**src/rtl/ce_params.svh**
```systemverilog
`ifndef CE_PARAMS_SVH
`define CE_PARAMS_SVH

// Byte address width, host and HPS side alike
`define CE_ADDR_W      32

// One transfer word
`define CE_DATA_W      64

// Address step between consecutive words
`define CE_WORD_BYTES  8

// Word count register width
`define CE_SIZE_W      16

`define CE_CSR_ADDR_W  8

// Completion buffer entries, also the cap on outstanding reads
`define CE_FIFO_DEPTH  8

`define CE_ID_VALUE    64'h0000_00CE_0001_0001

// --------------------
// Register offsets
// --------------------
`define CE_REG_ID         8'h00
`define CE_REG_HOST_BASE  8'h08
`define CE_REG_HPS_BASE   8'h10
`define CE_REG_SIZE       8'h18
`define CE_REG_CTRL       8'h20
`define CE_REG_STATUS     8'h28

`endif

```
**src/rtl/ce_pkg.sv**
```systemverilog
`include "ce_params.svh"

package ce_pkg;

   // Byte address into host or HPS memory
   typedef logic [`CE_ADDR_W-1:0]      addr_t;

   typedef logic [`CE_DATA_W-1:0]      data_t;

   // Word count or word index within a transfer
   typedef logic [`CE_SIZE_W-1:0]      size_t;

   typedef logic [`CE_CSR_ADDR_W-1:0]  csr_addr_t;

   // Write response, zero is OKAY
   typedef logic [1:0]                 resp_t;

   // Host read issuer
   typedef enum logic {
      RD_IDLE,
      RD_RUN
   } rd_state_e;

   // HPS writer, one word per pass through send and wait
   typedef enum logic [1:0] {
      WR_IDLE,
      WR_SEND,
      WR_WAIT
   } wr_state_e;

endpackage

```
**src/rtl/ce_csr.sv**
```systemverilog
`timescale 1ns/1ps
`include "ce_params.svh"

module ce_csr (
   input  logic              clk,
   input  logic              rst_n,
   input  logic              csr_wr_valid,
   input  ce_pkg::csr_addr_t csr_wr_addr,
   input  ce_pkg::data_t     csr_wr_data,
   output logic              csr_wr_ready,
   input  logic              csr_rd_valid,
   input  ce_pkg::csr_addr_t csr_rd_addr,
   output logic              csr_rd_ready,
   output logic              csr_rd_rvalid,
   output ce_pkg::data_t     csr_rd_data,
   output logic              start,
   output ce_pkg::addr_t     host_base,
   output ce_pkg::addr_t     hps_base,
   output ce_pkg::size_t     xfer_size,
   input  logic              xfer_done,
   input  logic              wr_err
);

   import ce_pkg::*;

   // Status register bit positions
   localparam int STAT_BUSY = 0;
   localparam int STAT_DONE = 1;
   localparam int STAT_ERR  = 2;

   logic  wr_fire;
   logic  rd_fire;
   logic  busy_q;
   logic  done_q;
   logic  err_q;
   data_t status;
   data_t rd_mux;

   assign wr_fire = csr_wr_valid & csr_wr_ready;
   assign rd_fire = csr_rd_valid & csr_rd_ready;

   // Only one read response outstanding
   assign csr_rd_ready = !csr_rd_rvalid;

   // --------------------
   // Register writes
   // --------------------
   always_ff @(posedge clk) begin
      if (!rst_n) begin
         csr_wr_ready <= 1'b0;
         host_base    <= '0;
         hps_base     <= '0;
         xfer_size    <= '0;
         start        <= 1'b0;
      end else begin
         csr_wr_ready <= 1'b1;
         start        <= 1'b0;
         if (wr_fire) begin
            case (csr_wr_addr)
               `CE_REG_HOST_BASE: host_base <= csr_wr_data[`CE_ADDR_W-1:0];
               `CE_REG_HPS_BASE:  hps_base <= csr_wr_data[`CE_ADDR_W-1:0];
               `CE_REG_SIZE:      xfer_size <= csr_wr_data[`CE_SIZE_W-1:0];
               // Start is dropped while a transfer runs or is just launching
               `CE_REG_CTRL:      start <= csr_wr_data[0] & !busy_q & !start;
               default: ;
            endcase
         end
      end
   end

   // --------------------
   // Transfer status
   // --------------------
   always_ff @(posedge clk) begin
      if (!rst_n) begin
         busy_q <= 1'b0;
         done_q <= 1'b0;
         err_q  <= 1'b0;
      end else if (start) begin
         busy_q <= 1'b1;
         done_q <= 1'b0;
         err_q  <= 1'b0;
      end else begin
         if (xfer_done) begin
            busy_q <= 1'b0;
            done_q <= 1'b1;
         end
         // Sticky until the next start
         if (wr_err) begin
            err_q <= 1'b1;
         end
      end
   end

   always_comb begin
      status            = '0;
      status[STAT_BUSY] = busy_q;
      status[STAT_DONE] = done_q;
      status[STAT_ERR]  = err_q;
   end

   // Control reads as zero, start is self clearing
   always_comb begin
      case (csr_rd_addr)
         `CE_REG_ID:        rd_mux = `CE_ID_VALUE;
         `CE_REG_HOST_BASE: rd_mux = data_t'(host_base);
         `CE_REG_HPS_BASE:  rd_mux = data_t'(hps_base);
         `CE_REG_SIZE:      rd_mux = data_t'(xfer_size);
         `CE_REG_STATUS:    rd_mux = status;
         default:           rd_mux = '0;
      endcase
   end

   always_ff @(posedge clk) begin
      if (!rst_n) begin
         csr_rd_rvalid <= 1'b0;
      end else begin
         csr_rd_rvalid <= rd_fire;
      end
   end

   always_ff @(posedge clk) begin
      if (rd_fire) begin
         csr_rd_data <= rd_mux;
      end
   end

   a_no_start_busy: assert property (@(posedge clk) disable iff (!rst_n)
      start |-> !busy_q);

endmodule

```
**src/rtl/ce_rd_req.sv**
```systemverilog
`timescale 1ns/1ps
`include "ce_params.svh"

module ce_rd_req (
   input  logic          clk,
   input  logic          rst_n,
   input  logic          start,
   input  ce_pkg::addr_t host_base,
   input  ce_pkg::size_t xfer_size,
   output logic          req_valid,
   output ce_pkg::addr_t req_addr,
   input  logic          req_ready,
   input  logic          fifo_pop
);

   import ce_pkg::*;

   localparam int CRED_W = $clog2(`CE_FIFO_DEPTH) + 1;

   rd_state_e         state_q;
   addr_t             base_q;
   size_t             size_q;
   size_t             idx_q;
   logic [CRED_W-1:0] credit_q;
   logic              credit_ok;
   logic              req_fire;

   // Every issued read owns a FIFO slot until its word is popped
   assign credit_ok = credit_q < CRED_W'(`CE_FIFO_DEPTH);
   assign req_valid = (state_q == RD_RUN) && credit_ok;
   assign req_fire  = req_valid & req_ready;
   assign req_addr  = base_q + addr_t'(idx_q) * addr_t'(`CE_WORD_BYTES);

   // --------------------
   // Issue FSM
   // --------------------
   always_ff @(posedge clk) begin
      if (!rst_n) begin
         state_q <= RD_IDLE;
         idx_q   <= '0;
      end else begin
         case (state_q)
            RD_IDLE: begin
               if (start && xfer_size != '0) begin
                  idx_q   <= '0;
                  state_q <= RD_RUN;
               end
            end
            RD_RUN: begin
               if (req_fire) begin
                  idx_q <= idx_q + size_t'(1);
                  if (idx_q + size_t'(1) == size_q) begin
                     state_q <= RD_IDLE;
                  end
               end
            end
            default: state_q <= RD_IDLE;
         endcase
      end
   end

   // Transfer parameters latched at start
   always_ff @(posedge clk) begin
      if (state_q == RD_IDLE && start) begin
         base_q <= host_base;
         size_q <= xfer_size;
      end
   end

   always_ff @(posedge clk) begin
      if (!rst_n) begin
         credit_q <= '0;
      end else begin
         case ({req_fire, fifo_pop})
            2'b10:   credit_q <= credit_q + CRED_W'(1);
            2'b01:   credit_q <= credit_q - CRED_W'(1);
            default: ;
         endcase
      end
   end

   a_credit_max: assert property (@(posedge clk) disable iff (!rst_n)
      credit_q <= CRED_W'(`CE_FIFO_DEPTH));

   a_req_hold: assert property (@(posedge clk) disable iff (!rst_n)
      req_valid && !req_ready |=> req_valid && $stable(req_addr));

endmodule

```
**src/rtl/ce_cpl_fifo.sv**
```systemverilog
`timescale 1ns/1ps
`include "ce_params.svh"

module ce_cpl_fifo #(
   parameter int DEPTH = `CE_FIFO_DEPTH
) (
   input  logic          clk,
   input  logic          rst_n,
   input  logic          cpl_valid,
   input  ce_pkg::data_t cpl_data,
   output logic          cpl_ready,
   output logic          fifo_valid,
   output ce_pkg::data_t fifo_data,
   input  logic          fifo_pop
);

   import ce_pkg::*;

   localparam int PTR_W = $clog2(DEPTH);
   localparam int CNT_W = PTR_W + 1;

   data_t            mem [DEPTH];
   logic [PTR_W-1:0] wr_ptr_q;
   logic [PTR_W-1:0] rd_ptr_q;
   logic [CNT_W-1:0] count_q;
   logic             push;
   logic             pop;

   assign cpl_ready  = count_q != CNT_W'(DEPTH);
   assign fifo_valid = count_q != '0;
   // Head word straight from the array
   assign fifo_data  = mem[rd_ptr_q];

   assign push = cpl_valid & cpl_ready;
   assign pop  = fifo_pop & fifo_valid;

   always_ff @(posedge clk) begin
      if (push) begin
         mem[wr_ptr_q] <= cpl_data;
      end
   end

   // Pointers wrap naturally for a power of two depth
   always_ff @(posedge clk) begin
      if (!rst_n) begin
         wr_ptr_q <= '0;
         rd_ptr_q <= '0;
         count_q  <= '0;
      end else begin
         if (push) begin
            wr_ptr_q <= wr_ptr_q + PTR_W'(1);
         end
         if (pop) begin
            rd_ptr_q <= rd_ptr_q + PTR_W'(1);
         end
         case ({push, pop})
            2'b10:   count_q <= count_q + CNT_W'(1);
            2'b01:   count_q <= count_q - CNT_W'(1);
            default: ;
         endcase
      end
   end

   a_no_pop_empty: assert property (@(posedge clk) disable iff (!rst_n)
      fifo_pop |-> fifo_valid);

   // Read credits keep the host from offering a word with no room for it
   a_no_push_full: assert property (@(posedge clk) disable iff (!rst_n)
      !cpl_ready |-> !cpl_valid);

endmodule

```
**src/rtl/ce_hps_wr.sv**
```systemverilog
`timescale 1ns/1ps
`include "ce_params.svh"

module ce_hps_wr (
   input  logic          clk,
   input  logic          rst_n,
   input  logic          start,
   input  ce_pkg::addr_t hps_base,
   input  ce_pkg::size_t xfer_size,
   input  logic          fifo_valid,
   input  ce_pkg::data_t fifo_data,
   output logic          fifo_pop,
   output logic          aw_valid,
   output ce_pkg::addr_t aw_addr,
   input  logic          aw_ready,
   output logic          w_valid,
   output ce_pkg::data_t w_data,
   input  logic          w_ready,
   input  logic          b_valid,
   input  ce_pkg::resp_t b_resp,
   output logic          b_ready,
   output logic          wr_err,
   output logic          xfer_done
);

   import ce_pkg::*;

   wr_state_e state_q;
   addr_t     base_q;
   size_t     size_q;
   size_t     idx_q;
   size_t     idx_nxt;
   logic      aw_pend_q;
   logic      w_pend_q;
   logic      aw_left;
   logic      w_left;
   logic      b_fire;
   logic      last_word;

   assign aw_valid = aw_pend_q;
   assign w_valid  = w_pend_q;
   assign aw_addr  = base_q + addr_t'(idx_q) * addr_t'(`CE_WORD_BYTES);
   // FIFO head stays put until the data beat is accepted
   assign w_data   = fifo_data;
   assign fifo_pop = w_valid & w_ready;
   assign b_ready  = (state_q == WR_WAIT);

   assign aw_left   = aw_pend_q & !aw_ready;
   assign w_left    = w_pend_q & !w_ready;
   assign b_fire    = b_valid & b_ready;
   assign idx_nxt   = idx_q + size_t'(1);
   assign last_word = (idx_nxt == size_q);

   // --------------------
   // Write FSM
   // --------------------
   always_ff @(posedge clk) begin
      if (!rst_n) begin
         state_q   <= WR_IDLE;
         size_q    <= '0;
         idx_q     <= '0;
         aw_pend_q <= 1'b0;
         w_pend_q  <= 1'b0;
         wr_err    <= 1'b0;
         xfer_done <= 1'b0;
      end else begin
         wr_err    <= 1'b0;
         xfer_done <= 1'b0;
         case (state_q)
            WR_IDLE: begin
               if (start) begin
                  idx_q     <= '0;
                  size_q    <= xfer_size;
                  // Empty transfer finishes at once
                  xfer_done <= (xfer_size == '0);
               end else if (idx_q != size_q && fifo_valid) begin
                  aw_pend_q <= 1'b1;
                  w_pend_q  <= 1'b1;
                  state_q   <= WR_SEND;
               end
            end
            WR_SEND: begin
               // Address and data channels complete independently
               aw_pend_q <= aw_left;
               w_pend_q  <= w_left;
               if (!aw_left && !w_left) begin
                  state_q <= WR_WAIT;
               end
            end
            WR_WAIT: begin
               if (b_fire) begin
                  wr_err    <= (b_resp != '0);
                  idx_q     <= idx_nxt;
                  xfer_done <= last_word;
                  state_q   <= WR_IDLE;
               end
            end
            default: state_q <= WR_IDLE;
         endcase
      end
   end

   always_ff @(posedge clk) begin
      if (state_q == WR_IDLE && start) begin
         base_q <= hps_base;
      end
   end

   a_aw_hold: assert property (@(posedge clk) disable iff (!rst_n)
      aw_valid && !aw_ready |=> aw_valid && $stable(aw_addr));

endmodule

```
**src/rtl/ce_top.sv**
```systemverilog
`timescale 1ns/1ps

module ce_top (
   input  logic              clk,
   input  logic              rst_n,

   // Register port
   input  logic              csr_wr_valid,
   input  ce_pkg::csr_addr_t csr_wr_addr,
   input  ce_pkg::data_t     csr_wr_data,
   output logic              csr_wr_ready,
   input  logic              csr_rd_valid,
   input  ce_pkg::csr_addr_t csr_rd_addr,
   output logic              csr_rd_ready,
   output logic              csr_rd_rvalid,
   output ce_pkg::data_t     csr_rd_data,

   // Host memory reads
   output logic              req_valid,
   output ce_pkg::addr_t     req_addr,
   input  logic              req_ready,
   input  logic              cpl_valid,
   input  ce_pkg::data_t     cpl_data,
   output logic              cpl_ready,

   // HPS memory writes
   output logic              aw_valid,
   output ce_pkg::addr_t     aw_addr,
   input  logic              aw_ready,
   output logic              w_valid,
   output ce_pkg::data_t     w_data,
   input  logic              w_ready,
   input  logic              b_valid,
   input  ce_pkg::resp_t     b_resp,
   output logic              b_ready
);

   import ce_pkg::*;

   logic  start;
   addr_t host_base;
   addr_t hps_base;
   size_t xfer_size;
   logic  xfer_done;
   logic  wr_err;
   logic  fifo_valid;
   data_t fifo_data;
   logic  fifo_pop;

   // --------------------
   // Register decode
   // --------------------
   ce_csr u_csr (
      .clk           (clk),
      .rst_n         (rst_n),
      .csr_wr_valid  (csr_wr_valid),
      .csr_wr_addr   (csr_wr_addr),
      .csr_wr_data   (csr_wr_data),
      .csr_wr_ready  (csr_wr_ready),
      .csr_rd_valid  (csr_rd_valid),
      .csr_rd_addr   (csr_rd_addr),
      .csr_rd_ready  (csr_rd_ready),
      .csr_rd_rvalid (csr_rd_rvalid),
      .csr_rd_data   (csr_rd_data),
      .start         (start),
      .host_base     (host_base),
      .hps_base      (hps_base),
      .xfer_size     (xfer_size),
      .xfer_done     (xfer_done),
      .wr_err        (wr_err)
   );

   // --------------------
   // Host side
   // --------------------
   ce_rd_req u_rd_req (
      .clk       (clk),
      .rst_n     (rst_n),
      .start     (start),
      .host_base (host_base),
      .xfer_size (xfer_size),
      .req_valid (req_valid),
      .req_addr  (req_addr),
      .req_ready (req_ready),
      .fifo_pop  (fifo_pop)
   );

   ce_cpl_fifo u_cpl_fifo (
      .clk        (clk),
      .rst_n      (rst_n),
      .cpl_valid  (cpl_valid),
      .cpl_data   (cpl_data),
      .cpl_ready  (cpl_ready),
      .fifo_valid (fifo_valid),
      .fifo_data  (fifo_data),
      .fifo_pop   (fifo_pop)
   );

   // --------------------
   // HPS side
   // --------------------
   ce_hps_wr u_hps_wr (
      .clk        (clk),
      .rst_n      (rst_n),
      .start      (start),
      .hps_base   (hps_base),
      .xfer_size  (xfer_size),
      .fifo_valid (fifo_valid),
      .fifo_data  (fifo_data),
      .fifo_pop   (fifo_pop),
      .aw_valid   (aw_valid),
      .aw_addr    (aw_addr),
      .aw_ready   (aw_ready),
      .w_valid    (w_valid),
      .w_data     (w_data),
      .w_ready    (w_ready),
      .b_valid    (b_valid),
      .b_resp     (b_resp),
      .b_ready    (b_ready),
      .wr_err     (wr_err),
      .xfer_done  (xfer_done)
   );

endmodule

```
**config.mk**
```make
export PLATFORM = sky130hd
export DESIGN_NAME = ce_top
export DESIGN_NICKNAME = d
export VERILOG_FILES = /design/src/rtl/ce_pkg.sv /design/src/rtl/ce_csr.sv /design/src/rtl/ce_rd_req.sv /design/src/rtl/ce_cpl_fifo.sv /design/src/rtl/ce_hps_wr.sv /design/src/rtl/ce_top.sv
export VERILOG_INCLUDE_DIRS = /design/src /design/src/rtl
export SDC_FILE = /design/constraint.sdc
export NUM_CORES = 1
export LEC_CHECK = 0
export ABC_AREA = 0
export BUFFER_PORTS_ARGS = -buffer_cell sky130_fd_sc_hd__buf_2
export CAP_MARGIN = 25
export CORE_ASPECT_RATIO = 0.9
export CORE_MARGIN = 8
export CORE_UTILIZATION = 45
export CTS_BUF_LIST = sky130_fd_sc_hd__clkbuf_16
export CTS_CLUSTER_SIZE = 25
export DETAILED_ROUTE_END_ITERATION = 8
export MAX_ROUTING_LAYER = met4
export PLACE_DENSITY_LB_ADDON = 0.15
export SYNTH_ARGS = -nofsm -noshare
export SYNTH_HDL_FRONTEND = slang
export SYNTH_SLANG_ARGS = --single-unit
export TNS_END_PERCENT = 30
```
**constraint.sdc**
```tcl
create_clock -name clk -period 10.2 [get_ports clk]
set_clock_uncertainty 0.05 [all_clocks]
set_input_delay 1.53 -clock clk [delete_from_list [all_inputs] [get_ports clk]]
set_output_delay 1.53 -clock clk [all_outputs]
set_load 0.1 [all_outputs]
```
* Word-level counts from Yosys, hierarchy flattened
Memories as Yosys holds them, arrays and structs flattened. A register that Yosys moved wholly into a read port is not among the register bits. Cells that the tools add are included.
Word-level totals: flip-flop bits (word level) 299, memories 1, bits in writable memories 512, input bits 155, output and inout bits 200
Operators by class: order comparisons 1, add/sub/neg operators 10, muxes and demuxes 32, eq/ne operators 25, reduce and logical (&&, ||, !) cells 35, bitwise operators 13
Memories:
- u_cpl_fifo.mem | depth 8, bits a word 64, read ports 1, clocked after Yosys merged registers in 1, write ports 1, line ce_cpl_fifo.sv:22 | data_t mem [DEPTH];
Operators with widths (count):
- $pmux 40 s5 | 1
- $add 32x19->32 | 2
- $mux 16 | 4
- $pmux 16 s2 | 2
- $add 16x1->16 const B | 2
- $eq 16x16->1 | 2
- $eq 8x5->1 const B | 4
- $eq 8x4->1 const B | 2
- $eq 8x6->1 const B | 2
- $logic_not 16->1 | 1
- $ne 16x16->1 | 1
- $pmux 4 s2 | 2
- $reduce_bool 16->1 | 1
- $mux 1 | 12
- $reduce_and 3->1 | 4
- $reduce_bool 2->1 | 6
- $and 1x1->1 | 11
- $reduce_and 2->1 | 5
- $add 4x1->4 const B | 2
- $logic_not 8->1 | 1
- $mux 2 | 4
- $ne 2x2->1 const B | 4
- $pmux 1 s2 | 4
- $sub 4x1->4 const B | 2
- 15 further kinds | 35

* Depth between registers and ports, before layout
Gate-level depths: netlist of the first run.
depth after elaboration 6, mapped depth 12, depth with buffers taken out 10

* Modules after synthesis
Synthesis of the first run repeated with hierarchy kept, for this count alone.
Second synthesis, totals: cells, all modules 2267, area total of the unflattened synthesis 34102.7 um^2
By module, submodules not included:
- ce_cpl_fifo | cells an instance 813, times used 1, area each 19892.8 um^2, sequential area each 15635.0 um^2
- ce_csr | cells an instance 493, times used 1, area each 5170.0 um^2, sequential area each 2712.6 um^2
- ce_hps_wr | cells an instance 515, times used 1, area each 4697.0 um^2, sequential area each 1721.7 um^2
- ce_rd_req | cells an instance 446, times used 1, area each 4342.9 um^2, sequential area each 1861.8 um^2

* Worst setup path after synthesis of the first run
Ideal clock, no wire load.
path type input to register, start point in cpl_valid, end point mem u_cpl_fifo.mem[2][0] in the netlist's numbering, enable pin, data required time 9484 ps, cell stages on the path 2, path buffers 0, arrival time 8332 ps, library setup time 666 ps, path slack 1152 ps, cell sequence nand2_1 -> nor4b_1
On the way: longest elaborated chain between the ends 3
RTL lines:
- start: declaration | line ce_top.sv:22 | input logic cpl_valid,
- $and 1x1->1 | line ce_cpl_fifo.sv:34 | assign push = cpl_valid & cpl_ready;
- $mux 1 | line ce_cpl_fifo.sv:38 | if (push) begin
- $mux 1 (not written as such) | line ce_cpl_fifo.sv:39 | mem[wr_ptr_q] <= cpl_data;
- end: declaration | line ce_cpl_fifo.sv:22
No other way between the ends.

* Worst setup path in the final report of the first run
start point reg u_rd_req.idx_q[0], end point out req_addr[17]
On the way: longest elaborated chain between the ends 1
RTL lines:
- start: declaration | line ce_rd_req.sv:23 | size_t idx_q;
- start signal: assignment | line ce_rd_req.sv:51 | idx_q <= idx_q + size_t'(1);
- $add 32x19->32 | line ce_rd_req.sv:32 | assign req_addr = base_q + addr_t'(idx_q) * addr_t'(`CE_WORD_BYTES);
- end: declaration | line ce_top.sv:20 | output ce_pkg::addr_t req_addr,
No other way between the ends.

==> results of run 1 <==
-- registers in the layout, indices dropped and copies added (netlist names), 2 cells and up, named ones only --
signal and flops:
u_hps_wr.idx_q 16, u_cpl_fifo.count_q 4, u_rd_req.base_q 32, u_csr.host_base 32, u_hps_wr.size_q 16, u_rd_req.idx_q 16, u_hps_wr.base_q 32, u_cpl_fifo.mem 512
u_rd_req.credit_q 4, u_csr.hps_base 32, u_rd_req.size_q 16, u_csr.xfer_size 16, u_cpl_fifo.rd_ptr_q 3, u_csr.csr_rd_data 33, u_hps_wr.state_q 2, u_cpl_fifo.wr_ptr_q 3
-- per-layer routing --
layer  part of all wire [%]  routed length, µm
met5                      0                  0
met4                    3.0               2360
met3                    4.1               3260
met2                     50              39500
met1                     43              34300
-- power breakdown --
| group | internal (mW) | switching (mW) |
|---|---|---|
| registers | 3.50 | 0.0153 |
| logic | 0.0881 | 0.365 |
| clock network | 1.68 | 1.25 |
-- worst paths after layout --
kind / slack (ns) / cells past startpoint / from / endpoint
setup / recovery: 4.57 / 9 / u_rd_req.idx_q[0]$_SDFFE_PN0P_ / req_addr[17]
hold / removal: 0.41 / 0 / u_csr.host_base[2]$_SDFFE_PN0P_ / u_rd_req.base_q[2]$_DFFE_PP_
setup reg to reg: 7.21 / 10 / u_rd_req.state_q$_SDFF_PN0_ / u_rd_req.credit_q[3]$_SDFFE_PN0P_
hold reg to reg: 0.41 / 0 / u_csr.host_base[2]$_SDFFE_PN0P_ / u_rd_req.base_q[2]$_DFFE_PP_
-- through the flow --
| stage | cells | hold slack, ns | util, % |
|---|---|---|---|
| 5_1_grt | 3598 | 0.428 | 52.2 |
| 4_1_cts | 3594 | 0.409 | 52.1 |
| 6_report | 3601 | 0.411 | 52.2 |
| 2_1_floorplan | 2289 | 0.361 | - |
| 3_3_place_gp | 3439 | 0.390 | 48.4 |
| 3_5_place_dp | 3441 | 0.391 | 48.5 |
-- cells in the final DEF (no fill, tap or decap), types with 39 or more instances in the layout --
cell type / netlist / layout
edfxtp_1: 625 / 625
ha_1: 42 / 42
a21oi_1: 44 / 44
o21ai_0: 51 / 51
xnor2_1: 59 / 59
nor2_1: 80 / 79
a21boi_1: 46 / 46
nand2_1: 236 / 236
mux4_2: 128 / 128
buf_2: 15 / 294
mux2_2: 81 / 81
dfxtp_1: 158 / 155
inv_1: 28 / 39
clkbuf_16: 0 / 85
a21boi_0: 53 / 53
nand3_1: 49 / 49
-- kinds of logic after synthesis --
kind of cell	after synthesis	synth area share, %
flops	783	65.4
simple gates	586	8.56
compound gates	340	7.15
mux	236	12.1
buf+inv	177	2.50
xor+xnor	94	2.46
fa+ha+maj	46	1.81
other cells	1	0.0112
-- cell type report --
class,count,share of cell area (%)
sequential,783,56.6
multi-input combinational,1329,28.2
clock buffer,85,5.49
timing repair buffer,332,4.73
tap,970,3.13
clock inverter,68,1.48
inverter,30,0.291
antenna,4,0.0258
-- cell usage after synthesis (all sizes together) (4+ instances only) --
library cell and n:
nor4 18, o21bai 5, nand3 50, o211ai 8
buf 62, a21oi 44, fa 4, ha 42
a211oi 7, and3 22, inv 29, nand2 236
xnor2 59, nor3 30, a21o 25, a22oi 21
a31oi 8, nand3b 6, nor3b 6, dfxtp 158
a22o 15, a21boi 99, nor2b 38, o22ai 5
mux2i 27, a221oi 9, nand4 26, clkbuf 85
xor2 35, o21a 7, nand2b 9, and2 26
edfxtp 625, mux2 81, or3 14, o21ai 56
mux4 128, or4 8, and4 6, nor2 80
-- worst max-delay path: cells and delay by family, from the launching register on --
family	cells	cell delay, ns
simple gates	1	0.17
flops	1	0.39
xor+xnor	1	0.25
buf+inv	1	0.47
compound gates	4	1.49
fa+ha+maj	2	0.68
==> metrics, run 1 <==
status=finished clean; Pre-antenna DRT Iters=5; Fillers=between 6k and 7k; sequential element share of the synthesized area=about two thirds; CTS tree=yes; total gr overflow=0; post-CTS setup buffers=0; Worst Path Required=between 8 and 9 ns; cell-by-cell trace of the critical path=ha_1, fa_1, a21o_1, a21oi_1, nor4_1, a211oi_2, o21bai_1, xnor2_1, buf_2; first-pass GRT wire length=roughly 120 mm; top-area cell type share of the netlist area=between 50% and 60%; routing usage on met2=between 30 and 40%; Final Max Tran Viols=0; Area Overhead vs Synth=15.5%; final instance area=between 30,000 and 40,000 µm²; Multi-input gate area=10,900 µm²; H-tree depth=3; core area=74,200 µm²; Yosys top cell by area=edfxtp_1; initial antenna violation count=3; ys async rst share=0%; Max-cap violations=0; row cnt=between 90 and 100; Crit path largest cell delay=slightly above 0.8 ns; slew margin rel.=about a third; Final Hold Vio Count=0; post-DP HPWL=between 50 and 60 mm; Peak Freq=0.178 GHz; Slew @ Worst Pin=roughly 1 ns; DR WL/cell=roughly 22 µm; CTS Hold Bufs=0; yosys warns=0; Placement Setup Slack=roughly 5.1 ns; Crit Path Category=flop to output pin; register area=21,900 µm²; Total Power=just under 7 mW; Post-route DRC=0; post_cts resized=0; CTS Buf Count=84; post-route minimum period=roughly 5.6 ns; GR met3 Demand/Resource=3.40%; Worst-Skew Late Latency=between 0.6 and 0.7 ns; via/cell ratio=5.50; slowest cell on the critical path=a211oi_2; CP Capture Type=output pin; worst vdd ir=about 0.13 mV; Post-synth EDFFs=around 630; Setup TNS=0 ns; post-synthesis cell type count=79; nets=around 2.8k; crit path launch type=flop; die height=~270 µm; worst setup margin=4.57 ns; GR Layer Usage met1=23.3%; CP arrival=between 4 and 5 ns; Via Count=roughly 20k; Synth Register Bits=783; Global Route Usage Sum=a little under a fifth; Final period util=a little under three fifths; gr busiest metal=met2; IO Port Bufs=around 300; clk root buf=clkbuf_16; Die X=slightly above 300 µm; Top FF cell, synth=edfxtp_1; Mapped Cells=2,263; LEAKAGE=about 14 nW; effective utilization at floorplan=45.2%; die area=83,500 µm²; Max clock buf depth=3; Synth area leaders=edfxtp_1 (56%), dfxtp_1 (9.4%), mux4_2 (8.6%), mux2_2 (2.7%), nand2_1 (2.6%); post-route ant nets=0; starting DRC count in detailed routing=between 1k and 1.5k; P per Cell Area=178 nW/µm²; mapped cell area=around 34,000 µm²; largest net degree at the start of global routing=just under 60; # IOs=roughly 360; final setup vio count=0; Hold Path Class=flop to flop; total routed wirelength=a little under 80 mm; Reg clk slew, reported paths=~0.060 ns; # clock sinks=783; unrepaired setup endpoints after global routing=no; share of cells above drive strength 1=between 20% and 30%; Area after DPL=about 36,000 µm²; RePlAce Congestion=0.897; worst-path fanout max=14; syn_area_per_cell=about 15 µm²; vias in the first global route=about 21k
Power figures use the tool's default switching activity.
==> run 2, diff against run 1 <==
==> constraint.sdc (replaced) <==
create_clock -name clk -period 5.3 [get_ports clk]
set_clock_uncertainty 0.05 [all_clocks]
set_input_delay 0.795 -clock clk [delete_from_list [all_inputs] [get_ports clk]]
set_output_delay 0.795 -clock clk [all_outputs]
set_load 0.1 [all_outputs]
==> metrics, run 2 (synthesis results as in run 1) <==
status=finished clean; Worst Path Required=4.45 ns (-4.17 ns); total gr overflow=0 (unchanged); Reg clk slew, reported paths=0.06 ns (about the same); Area after DPL=36,100 µm² (+0.29%); IO Port Bufs=295 (unchanged); Worst-Skew Late Latency=0.63 ns (about the same); # IOs=355 (unchanged); Crit Path Category=flop to output pin; Global Route Usage Sum=19.0% (+0.039 points); CTS Hold Bufs=0 (unchanged); post-CTS setup buffers=0 (unchanged); post-DP HPWL=50.5 mm (-1.0%); commonest cells after routing, fill and taps aside=edfxtp_1 (625), buf_2 (294), nand2_1 (236); CP Capture Type=output pin; crit path launch type=flop; first-pass GRT wire length=121 mm (+0.41%); worst setup margin=0.418 ns (-4.15 ns); Final period util=between 90 and 100%; share of cells above drive strength 1=25.7% (-0.56 points); P per Cell Area=340 nW/µm² (+91%); CTS Buf Count=82 (-2.4%); clk root buf=clkbuf_16; nets=2,754 (-0.25%); total routed wirelength=79.3 mm (-0.15%); die height=275 µm (unchanged); post-route minimum period=just under 5 ns; CP arrival=4.04 ns (about the same); initial antenna violation count=8 (+5); Final Hold Vio Count=0 (unchanged); core area=74,200 µm² (unchanged); # clock sinks=783 (unchanged); starting DRC count in detailed routing=1,235 (-0.081%); Area Overhead vs Synth=15.5% (about the same); Hold Path Class=input port to flop; RePlAce Congestion=0.866 (-3.5%); post_cts resized=0 (unchanged); cell-by-cell trace of the critical path=ha_1, fa_1, a21o_1, a21oi_1, nor4_1, a211oi_2, o21bai_1, xnor2_1, buf_2; final setup vio count=0 (unchanged); Peak Freq=about 0.20 GHz; row cnt=95 (unchanged); leading cell type in the layout, fill and taps excluded=edfxtp_1; largest net degree at the start of global routing=102 (+73%); Via Count=19.8k (-0.19%); Die X=304 µm (unchanged); Post-route DRC=0 (unchanged); Crit path largest cell delay=0.84 ns (+0.02 ns); vias in the first global route=20.4k (-0.70%); H-tree depth=3 (unchanged); die area=83,500 µm² (unchanged); Post-Place Cells=3,438 (-0.087%); worst-path fanout max=14 (unchanged); via/cell ratio=5.50 (-0.14%); CTS tree=yes; Placement Setup Slack=0.979 ns (-4.14 ns); Total Power=13.2 mW (+91%); effective utilization at floorplan=45.2% (unchanged); final instance area=38,700 µm² (about the same); Slew @ Worst Pin=1.00 ns (+0.00172 ns); Final Max Tran Viols=0 (unchanged); DR WL/cell=22.0 µm (about the same); Largest regs=u_cpl_fifo.mem (512), u_csr.csr_rd_data (33); worst vdd ir=0.209 mV (+55%); Finished Layout Cells=3,599 (-0.056%); slew margin rel.=33.0% (-0.36 points); slowest cell on the critical path=a211oi_2; max reg flops=512 (unchanged); Top reg by flops=u_cpl_fifo.mem; unrepaired setup endpoints after global routing=no; Max clock buf depth=3 (unchanged); Max-cap violations=0 (unchanged); Pre-antenna DRT Iters=5 (unchanged); post-route ant nets=0 (unchanged); LEAKAGE=13.9 nW (-0.16%)
## run 2: cell count changes in the layout (fill, tap and decap cells not counted), sizes merged
cell and delta:
inv +10, clkinvlp +1, clkbuf -1, bufinv -1
clkinv -9, diode +3, buf -5
## run 2: path summary, 6_finish.rpt
path	to	start	slack (ns)	depth (start not counted)
setup reg to reg	u_rd_req.credit_q[3]$_SDFFE_PN0P_	u_rd_req.state_q$_SDFF_PN0_	2.34	10
setup / recovery	req_addr[17]	u_rd_req.idx_q[0]$_SDFFE_PN0P_	0.42	9
hold / removal	u_csr.host_base[27]$_SDFFE_PN0P_	csr_wr_data[27]	0.38	3
hold reg to reg	u_rd_req.base_q[29]$_DFFE_PP_	u_csr.host_base[29]$_SDFFE_PN0P_	0.41	0
## run 2: metal layers
| metal | wire, µm | global-route usage, % |
|---|---|---|
| met4 | 1800 | 4.84 |
| met2 | 39500 | 32.0 |
| met5 | 0 | - |
| met1 | 34400 | 23.8 |
| met3 | 3620 | 3.71 |
## run 2: through the flow
step,TNS (ns),hold slack (ns),utilization (%)
detailed placement,0,0.402,48.6
global route,0,0.353,52.2
CTS,0,0.336,52.2
floorplan,-354.29,0.361,-
finish,0,0.376,52.2
global placement,0,0.389,48.6
## run 2: layout make-up
| cell class | count | area (µm²) |
|---|---|---|
| Fill cell | 6198 | 35400 |
| Timing Repair Buffer | 327 | 1870 |
| Inverter | 30 | 113 |
| Multi-Input combinational cell | 1329 | 11000 |
| Clock inverter | 69 | 518 |
| Tap cell | 970 | 1210 |
| Antenna cell | 7 | 17.5 |
| Clock buffer | 84 | 2100 |
| Sequential cell | 783 | 21900 |
## run 2: report_power, final
part | total [mW] | leakage, nW | switching (mW) | internal [mW]
Sequential | 6.77 | 7.19 | 0.0308 | 6.74
Combinational | 0.878 | 5.32 | 0.704 | 0.174
Clock | 5.51 | 1.36 | 2.37 | 3.14
## run 2: critical path: cells and delay by family, from the launching register on
| family | cells | cell delay (ns) |
|---|---|---|
| DFF | 1 | 0.38 |
| AOI/OAI and AO/OA | 4 | 1.48 |
| buffers and inverters | 1 | 0.49 |
| and+or+nand+nor | 1 | 0.14 |
| adders and majority gates | 2 | 0.66 |
| xor gates and xnor gates | 1 | 0.29 |
